[src/design/rv_isa_pkg.sv]
package rv_isa_pkg;

	localparam int unsigned XLEN = 32;

	typedef logic [XLEN-1:0] xlen_word_t;
	typedef logic [4:0] reg_idx_t;
	typedef logic [6:0] opcode_t;
	typedef logic [2:0] funct3_t;

	// major opcodes of interest
	localparam opcode_t OPC_LOAD = 7'h03;
	localparam opcode_t OPC_STORE = 7'h23;
	localparam opcode_t OPC_BRANCH = 7'h63;

	// branch funct3 codes
	localparam funct3_t F3_BEQ = 3'b000;
	localparam funct3_t F3_BNE = 3'b001;
	localparam funct3_t F3_BLT = 3'b100;
	localparam funct3_t F3_BGE = 3'b101;
	localparam funct3_t F3_BLTU = 3'b110;
	localparam funct3_t F3_BGEU = 3'b111;

	// i-type layout, used by loads
	typedef struct packed {
		logic [11:0] imm;
		reg_idx_t rs1;
		funct3_t funct3;
		reg_idx_t rd;
		opcode_t opcode;
	} instr_i_t;

	// s-type layout, used by stores
	typedef struct packed {
		logic [6:0] imm_hi;
		reg_idx_t rs2;
		reg_idx_t rs1;
		funct3_t funct3;
		logic [4:0] imm_lo;
		opcode_t opcode;
	} instr_s_t;

	// one instruction word, two field layouts
	typedef union packed {
		instr_i_t i_view;
		instr_s_t s_view;
	} instr_word_u;

endpackage

[src/design/obs_pkg.sv]
package obs_pkg;

	import rv_isa_pkg::*;

	// byte offset inside a 32-bit word
	localparam int unsigned WORD_OFFSET_W = 2;

	// same numbering as the core lsu type
	typedef enum logic [1:0] {WORD = 2'b00, HALF = 2'b01, BYTE = 2'b10} access_size_e;

	typedef enum logic [2:0] {EQ, NE, LT, GE, LTU, GEU} cmp_op_e;

	// retire strobe plus values sampled from the core
	typedef struct packed {
		logic valid;
		xlen_word_t pc;
		xlen_word_t adder_addr;
	} retire_in_t;

	// state latched at retirement
	typedef struct packed {
		xlen_word_t pc;
		xlen_word_t last_addr;
	} retire_obs_t;

	typedef struct packed {
		logic is_load;
		logic is_store;
		logic is_branch;
		access_size_e size;
		cmp_op_e cmp_op;
		xlen_word_t imm;
		reg_idx_t rs1_idx;
		reg_idx_t rs2_idx;
	} instr_class_t;

	typedef struct packed {
		xlen_word_t pc;
		reg_idx_t rs1_idx;
		reg_idx_t rs2_idx;
		xlen_word_t lsu_addr;
		logic split_access;
		logic is_load;
		logic is_store;
		logic is_branch;
		logic cmp_taken;
	} obs_result_t;

endpackage

[src/design/branch_compare.sv]
`timescale 1ns/1ps

module branch_compare
	import rv_isa_pkg::*, obs_pkg::*;
(
	input instr_class_t cls_i,
	input xlen_word_t rs1_data_i,
	input xlen_word_t rs2_data_i,
	output logic taken_o
);

	logic [XLEN:0] sub_a;
	logic [XLEN:0] sub_b;
	logic [XLEN:0] sub_sum;
	xlen_word_t diff;
	logic is_equal;
	logic is_signed;
	logic is_ge;

	// rs1 - rs2 as rs1 + ~rs2 + 1
	// the low ones supply the +1
	assign sub_a = {rs1_data_i, 1'b1};
	assign sub_b = {rs2_data_i, 1'b0} ^ {(XLEN + 1){1'b1}};
	assign sub_sum = sub_a + sub_b;
	assign diff = sub_sum[XLEN:1];

	assign is_equal = (diff == '0);
	assign is_signed = (cls_i.cmp_op == LT) || (cls_i.cmp_op == GE);

	// equal signs: no overflow, sign of the difference decides
	// different signs: rs1 sign alone decides
	always_comb begin
		if (rs1_data_i[XLEN-1] == rs2_data_i[XLEN-1]) begin
			is_ge = ~diff[XLEN-1];
		end else begin
			is_ge = rs1_data_i[XLEN-1] ^ is_signed;
		end
	end

	// valid for any word, is_branch qualifies it downstream
	always_comb begin
		case (cls_i.cmp_op)
			EQ: taken_o = is_equal;
			NE: taken_o = ~is_equal;
			GE, GEU: taken_o = is_ge;
			LT, LTU: taken_o = ~is_ge;
			default: taken_o = is_equal;
		endcase
	end

endmodule

[src/design/contract_observer_top.sv]
`timescale 1ns/1ps

module contract_observer_top
	import rv_isa_pkg::*, obs_pkg::*;
(
	input logic clk_i,
	input logic arst_n_i,
	input retire_in_t retire_i,
	input instr_word_u instr_i,
	input xlen_word_t rs1_data_i,
	input xlen_word_t rs2_data_i,
	output obs_result_t obs_o
);

	retire_obs_t cap;
	instr_class_t cls;
	xlen_word_t lsu_addr;
	logic split;
	logic taken;

	// capture stage, the only state
	retire_capture u_capture (
		.clk_i(clk_i),
		.arst_n_i(arst_n_i),
		.retire_i(retire_i),
		.cap_o(cap)
	);

	// analysis stage, purely combinational
	instr_classifier u_classifier (
		.instr_i(instr_i),
		.cls_o(cls)
	);

	mem_access_observer u_mem_obs (
		.cls_i(cls),
		.rs1_data_i(rs1_data_i),
		.last_addr_i(cap.last_addr),
		.lsu_addr_o(lsu_addr),
		.split_o(split)
	);

	branch_compare u_branch_cmp (
		.cls_i(cls),
		.rs1_data_i(rs1_data_i),
		.rs2_data_i(rs2_data_i),
		.taken_o(taken)
	);

	assign obs_o.pc = cap.pc;
	assign obs_o.rs1_idx = cls.rs1_idx;
	assign obs_o.rs2_idx = cls.rs2_idx;
	assign obs_o.lsu_addr = lsu_addr;
	assign obs_o.split_access = split;
	assign obs_o.is_load = cls.is_load;
	assign obs_o.is_store = cls.is_store;
	assign obs_o.is_branch = cls.is_branch;
	assign obs_o.cmp_taken = taken;

endmodule

[src/design/instr_classifier.sv]
`timescale 1ns/1ps

module instr_classifier
	import rv_isa_pkg::*, obs_pkg::*;
(
	input instr_word_u instr_i,
	output instr_class_t cls_o
);

	logic is_load;
	logic is_store;
	access_size_e size;
	cmp_op_e cmp_op;
	xlen_word_t imm_i;
	xlen_word_t imm_s;

	// funct3 sits at the same bits in both views
	assign is_load = (instr_i.i_view.opcode == OPC_LOAD);
	assign is_store = (instr_i.s_view.opcode == OPC_STORE);

	// size from funct3 low bits, sign bit ignored
	always_comb begin
		case (instr_i.i_view.funct3[1:0])
			2'b00: size = BYTE;
			2'b01: size = HALF;
			default: size = WORD;
		endcase
	end

	// 010 and 011 are not branches, treat as equality
	always_comb begin
		case (instr_i.i_view.funct3)
			F3_BEQ: cmp_op = EQ;
			F3_BNE: cmp_op = NE;
			F3_BLT: cmp_op = LT;
			F3_BGE: cmp_op = GE;
			F3_BLTU: cmp_op = LTU;
			F3_BGEU: cmp_op = GEU;
			default: cmp_op = EQ;
		endcase
	end

	// sign-extended immediates of both formats
	assign imm_i = {{20{instr_i.i_view.imm[11]}}, instr_i.i_view.imm};
	assign imm_s = {{20{instr_i.s_view.imm_hi[6]}}, instr_i.s_view.imm_hi,
		instr_i.s_view.imm_lo};

	always_comb begin
		cls_o.is_load = is_load;
		cls_o.is_store = is_store;
		cls_o.is_branch = (instr_i.i_view.opcode == OPC_BRANCH);
		cls_o.size = size;
		cls_o.cmp_op = cmp_op;
		if (is_load) begin
			cls_o.imm = imm_i;
		end else if (is_store) begin
			cls_o.imm = imm_s;
		end else begin
			cls_o.imm = '0;
		end
		// rs1 at 19:15, rs2 at 24:20
		cls_o.rs1_idx = instr_i.i_view.rs1;
		cls_o.rs2_idx = instr_i.s_view.rs2;
	end

endmodule

[src/design/mem_access_observer.sv]
`timescale 1ns/1ps

module mem_access_observer
	import rv_isa_pkg::*, obs_pkg::*;
(
	input instr_class_t cls_i,
	input xlen_word_t rs1_data_i,
	input xlen_word_t last_addr_i,
	output xlen_word_t lsu_addr_o,
	output logic split_o
);

	logic [XLEN:0] adder_a;
	logic [XLEN:0] adder_b;
	logic [XLEN:0] adder_sum;
	logic [WORD_OFFSET_W-1:0] offset;

	// same extended adder shape as the core alu
	// bit 0 is the carry-in slot, zero here
	assign adder_a = {rs1_data_i, 1'b1};
	assign adder_b = {cls_i.imm, 1'b0};
	assign adder_sum = adder_a + adder_b;
	assign lsu_addr_o = adder_sum[XLEN:1];

	// offset of the previously retired access, not the current one
	assign offset = last_addr_i[WORD_OFFSET_W-1:0];

	// would need a second bus transaction
	always_comb begin
		case (cls_i.size)
			WORD: split_o = (offset != '0);
			HALF: split_o = (offset == {WORD_OFFSET_W{1'b1}});
			default: split_o = 1'b0;
		endcase
	end

endmodule

[src/design/retire_capture.sv]
`timescale 1ns/1ps

module retire_capture
	import obs_pkg::*;
(
	input logic clk_i,
	input logic arst_n_i,
	input retire_in_t retire_i,
	output retire_obs_t cap_o
);

	// pc and address of the last retired instruction
	// both hold until the next strobe
	always_ff @(posedge clk_i or negedge arst_n_i) begin
		if (!arst_n_i) begin
			cap_o <= '0;
		end else if (retire_i.valid) begin
			cap_o.pc <= retire_i.pc;
			cap_o.last_addr <= retire_i.adder_addr;
		end
	end

endmodule

[config.mk]
export PLATFORM = sky130hd
export DESIGN_NAME = contract_observer_top
export DESIGN_NICKNAME = d
export VERILOG_FILES = /design/src/design/rv_isa_pkg.sv /design/src/design/obs_pkg.sv /design/src/design/branch_compare.sv /design/src/design/contract_observer_top.sv /design/src/design/instr_classifier.sv /design/src/design/mem_access_observer.sv /design/src/design/retire_capture.sv
export SDC_FILE = /design/constraint.sdc
export NUM_CORES = 1
export LEC_CHECK = 0
export BUFFER_PORTS_ARGS = -buffer_cell sky130_fd_sc_hd__buf_2
export CORE_MARGIN = 4
export CORE_UTILIZATION = 45
export DETAILED_ROUTE_END_ITERATION = 12
export HOLD_SLACK_MARGIN = 0.03
export PLACE_DENSITY_LB_ADDON = 0.15
export REMOVE_ABC_BUFFERS = 1
export SETUP_SLACK_MARGIN = 0.1
export SYNTH_ARGS = -nofsm -noshare
export SYNTH_HDL_FRONTEND = slang
export SYNTH_SLANG_ARGS = --single-unit
[constraint.sdc]
create_clock -name clk_i -period 5.5 [get_ports clk_i]
set_clock_uncertainty 0.2 [all_clocks]
set_input_delay 1.1 -clock clk_i [delete_from_list [all_inputs] [get_ports clk_i]]
set_output_delay 1.1 -clock clk_i [all_outputs]
set_load 0.02 [all_outputs]
# ---- Word level (Yosys, flattened, before mapping)
# Index checks and enable logic that the tools add are counted.
dict set report totals {
  latchBits 0
  ff_bits 34
  wordCells 40
  mem_bits_ro 0
  output_inout_bits 79
  mem_bits_rw 0
  n_memories 0
  input_bits 163
}
dict set report classes {
  n_lt_le_gt_ge 0
  shifts 0
  bitwise_logic 5
  addsub 2
  n_eq_ne 17
  multipliers 0
  div 0
  n_reduce_logical 7
  n_mux 7
}
# op count
set ops {}
lappend ops {{33-bit adder} 2}
lappend ops {{32-bit two-way mux} 2}
lappend ops {{33-bit NOT} 1}
lappend ops {{32-bit zero test} 1}
lappend ops {{3-bit == test, second input constant} 6}
lappend ops {{3-bit one-hot mux with 5 select lines} 1}
lappend ops {{7-bit by 2-bit == test with 1-bit output, second input constant} 1}
lappend ops {{7-bit by 6-bit == test with 1-bit output, second input constant} 1}
lappend ops {{7-bit == test, second input constant} 1}
lappend ops {{3-bit by 1-bit == test with 1-bit output, second input constant} 2}
lappend ops {{3-bit by 2-bit == test with 1-bit output, second input constant} 2}
lappend ops {{2-bit by 1-bit == test with 1-bit output, second input constant} 2}
lappend ops {{2-bit zero test} 2}
lappend ops {{2-bit one-hot mux with 2 select lines} 1}
lappend ops {{2-bit OR reduction} 2}
lappend ops {{1-bit NOT} 3}
lappend ops {{1-bit one-hot mux with 3 select lines} 1}
lappend ops {{2-bit == test, second input constant} 1}
lappend ops {{1-bit one-hot mux with 2 select lines} 1}
lappend ops {{2-bit nonzero test} 1}
lappend ops {{1-bit == test} 1}
lappend ops {{1-bit logical OR} 1}
lappend ops {{1-bit two-way mux} 1}
lappend ops {{1-bit XOR} 1}

# ---- Logic depth before layout (Yosys ltp)
dict set report depth {
  word_depth 8
  depth_mapped 17
}

# ---- By module
# From an unflattened synthesis, not the netlist that was laid out.
dict set report hier_totals {
  cells_unflattened 797
  hier_area_um2 7359.6
}
# module area_each_um2 n_inst seq_area_each_um2 cells_per_inst
set by_module_without_submodules {}
lappend by_module_without_submodules {retire_capture 2678.8 1 1601.5 135}
lappend by_module_without_submodules {branch_compare 2374.8 1 0.0 347}
lappend by_module_without_submodules {mem_access_observer 1742.9 1 0.0 240}
lappend by_module_without_submodules {instr_classifier 548.0 1 0.0 73}
lappend by_module_without_submodules {contract_observer_top 15.0 1 0.0 2}

# ---- Worst setup path after synthesis
# Ideal clock, no wire load.
dict set report synth_timing {
  kind {input to output}
  startpoint {input instr_i[4] in the netlist's numbering}
  endpoint {output obs_o[34] in the netlist's numbering}
  n_path_buf 0
  stages 13
  path_slack_ns -0.494
  arrival_ns 4.694
  t_required_ns 4.200
  cell_sequence {nor4_1 -> nor2b_1 -> and2_1 -> ha_1 -> a21oi_1 -> o21ai_0 -> and3_1 -> a31o_2 -> o31ai_2 -> nor2b_1 -> a41oi_2 -> mux2i_1 -> a221oi_1}
}
# element line_no
set synth_lines {}
lappend synth_lines {{from (decl)} contract_observer_top.sv:9} ;# input instr_word_u instr_i,
lappend synth_lines {{to (decl)} contract_observer_top.sv:12} ;# output obs_result_t obs_o

==> metrics.md <==
| Metric | Value |
|---|---|
| Status | `complete, but fails checks` |
| Failing checks | `setup timing` |
| Routed wire length | `16.3 mm` |
| Largest buffer count on any clock path | `2` |
| Post-synth top area cell | `dfrtp_1` |
| Synth Register Bits | `34` |
| Cells after synthesis | `676` |
| I/O Buffers | `201` |
| Most frequent cell after synthesis | `ha_1` |
| Flop2flop setup slack | `4.52 ns` |
| Top Ports | `242` |
| Post-synthesis async set-or-reset flop share | `1.00` |
| Die width | `118 um` |
| F_max | `0.175 GHz` |
| Final instance area | `7650 um2` |
| Final Hold Violating Endpoints | `0` |
| Clock-pin slew on the worst setup and hold paths | `0.05 ns` |
| Share of the synthesized area in the top cell type | `0.156` |
| Final worst slack | `-0.200 ns` |
| Worst slew margin | `0.509` |
| Share of layout cells above drive strength 1 | `0.465` |
| FILL cells | `1,001` |
| Clock Latency Late Sink | `0.27 ns` |
| Area grow syn2layout | `40.3%` |
| DP HPWL | `13.2 mm` |
| Util after Layout | `0.656` |
| Net count, final | `1,145` |
| Initial drt markers | `240` |
| CTS tree | `yes` |
| Synth warn | `0` |
| Initial Utilization | `0.468` |
| Avg Vias per Cell | `5.48` |
| Avg Synthesized Cell Area | `8.07 um2` |
| Via count | `5,829` |
| Crit Path Max Fanout | `8` |
| DRT Pass-1 Iters | `4` |
| Min-Delay Path Depth | `1` |
| Die Area | `13,900 um2` |
| RSZ-0062 raised after global routing | `true` |
| Sequential area share after synthesis | `0.156` |
| Critical Path Source | `instr_i[2]` |
| Hold Path Sink | `u_capture.cap_o[59]` |
| Period utilisation layout | `1.04` |
| H-tree levels | `2` |
| EDFF count, synth | `0` |
| Antenna violations before repair | `0` |
| Clock sink count | `34` |
| Netlist cell types | `90` |
| Largest registers | `u_capture.cap_o (34)` |
| Synth Cell Area | `5460 um2` |
| Overall power | `1230 uW` |
| Slew @ Worst Pin | `0.737 ns` |
| WP data arrival | `4.40 ns` |
| Worst r2r src | `u_capture.cap_o[34]` |
| Accumulated negative setup slack | `-0.558 ns` |
| Largest net degree at the start of global routing | `35` |
| Setup violators final | `6` |
| Detail Route Antenna Nets | `0` |
| Setup crit end kind | `output port` |
| Vias in the first global route | `5,887` |
| DRC viols | `0` |
| # rows | `39` |
| First-pass GRT wire length | `26.3 mm` |
| MaxCap Viol Count | `0` |
| Worst Hold Class | `reg -> reg` |
| CORE AREA | `11,700 um2` |
| GPL Wtd Cong | `0.973` |
| Routed length per instance | `15.3 um` |
| Max reg flops | `34` |
| Die height | `118 um` |
| Pre-CTS setup slack | `-0.519 ns` |
| Total track usage | `0.216` |
| Clk root buf | `clkbuf_16` |
| Antenna diodes | `0` |
| Cells on worst reg2reg path | `1` |
| Worst Hold Launch | `u_capture.cap_o[59]` |
| Req. time, crit path | `4.20 ns` |
| Power Dens Cells | `161 nW/um2` |
| Crit start category | `primary input` |
| Synth area leaders | `dfrtp_1, ha_1, mux2_2` |
| LEAKAGE | `0.00385 uW` |
| Global route overflow | `0` |
| Tmin final | `5.70 ns` |
| Most used DFF post-synth | `dfrtp_1` |
| Most flop-heavy register | `u_capture.cap_o` |
| Synth top cells by count | `ha_1, inv_1, a21oi_1` |
| CTS Buf Count | `5` |
| Max-slew violations | `0` |
| Area after DPL | `6820 um2` |
| CTS Hold Bufs | `0` |
| R2r endpoint | `u_capture.cap_o[34]` |
| CP Class | `in -> out` |
| Max IR drop VDD | `256 uV` |
## repair_timing
| item | 4_1_cts | 5_1_grt |
|---|---|---|
| resized for setup | 59 | 51 |
| endpoints found under the setup margin | 17 | 14 |
| pin swaps | 28 | 42 |
| buffers inserted | 9 | 9 |
| cloned | 0 | 0 |
| hold endpoints to repair | 0 | 0 |
## worst max path at each step
stage | to | slack, ns | cells past startpoint
after floorplan | obs_o[34] | -0.55 | 15
final | obs_o[35] | -0.20 | 20
after global routing | obs_o[35] | -0.35 | 19
after CTS | obs_o[35] | -0.13 | 20
after detailed placement | obs_o[25] | -0.52 | 20
after global placement | obs_o[25] | -0.46 | 20
## power breakdown
part	internal [uW]	total, uW	switching (uW)	leakage [uW]
clock	260	363	103	0.0000940
sequential	275	288	12.8	0.000398
combinational	258	578	320	0.00336
## per-stage QoR
stage | instances | hold slack (ns)
after CTS | 1055 | 0.303
after global routing | 1063 | 0.312
after detailed placement | 1038 | 0.289
final | 1063 | 0.302
after floorplan | 613 | 0.298
after global placement | 1038 | 0.286
## critical path: stages
cell and delay, ns:
buf_6 0.09, nor4_4 0.25, buf_4 0.17, nor2b_4 0.16, buf_6 0.12, and2_4 0.16, buf_6 0.14, ha_1 0.27
a21oi_2 0.17, nor2b_1 0.07, o211ai_1 0.17, a21oi_1 0.09, nor2_1 0.20, o21ai_2 0.12, a41oi_2 0.21, a221oi_2 0.10
buf_4 0.15, or4_1 0.40, nand3_1 0.11, buf_6 0.12
## layout by cell type (no fill, tap or decap), types with 5 or more instances in the layout
master / Yosys / routed
buf_2: 6 / 188
buf_4: 46 / 103
inv_1: 54 / 52
ha_1: 62 / 49
nor2_1: 46 / 43
a21oi_1: 48 / 38
nand2_1: 39 / 36
mux2_2: 35 / 35
dfrtp_1: 34 / 34
a21o_1: 25 / 25
nand3_1: 24 / 24
xnor2_1: 23 / 21
o21ai_0: 27 / 18
xor2_1: 14 / 14
and2_1: 16 / 13
nand4_1: 10 / 10
nor3_1: 9 / 9
o211ai_1: 8 / 8
a21oi_2: 0 / 8
ha_4: 0 / 8
buf_6: 1 / 8
nor2b_1: 10 / 7
nand2b_1: 8 / 6
and3_1: 6 / 6
o21ai_1: 3 / 6
o21ai_2: 1 / 6
o31a_1: 5 / 5
nor4_2: 1 / 5
o21a_1: 5 / 5
mux2i_1: 5 / 5
ha_2: 0 / 5
clkbuf_16: 0 / 5
## kinds of logic after synthesis
| kind of cell | Yosys count | share of synthesized area |
|---|---|---|
| simple gates | 196 | 0.187 |
| buf+inv | 117 | 0.115 |
| fa+ha+maj | 63 | 0.146 |
| mux | 41 | 0.0835 |
| xor+xnor | 37 | 0.0594 |
| flops | 34 | 0.156 |
| compound gates | 188 | 0.253 |
## metal layers
metal	wire, um	track usage
met5	0	0
met4	289	0.0535
met3	1100	0.0485
met2	8210	0.391
met1	6720	0.259
## layout make-up
type	count	area, um2	area share
clock buffers	5	125	0.0163
inverters	54	203	0.0265
well taps	143	179	0.0234
repair buffers	299	1800	0.236
multi-input cells	525	4420	0.578
clock inverters	3	68.8	0.00899
flip-flops and latches	34	851	0.111
(Power assumes the default switching activity.)
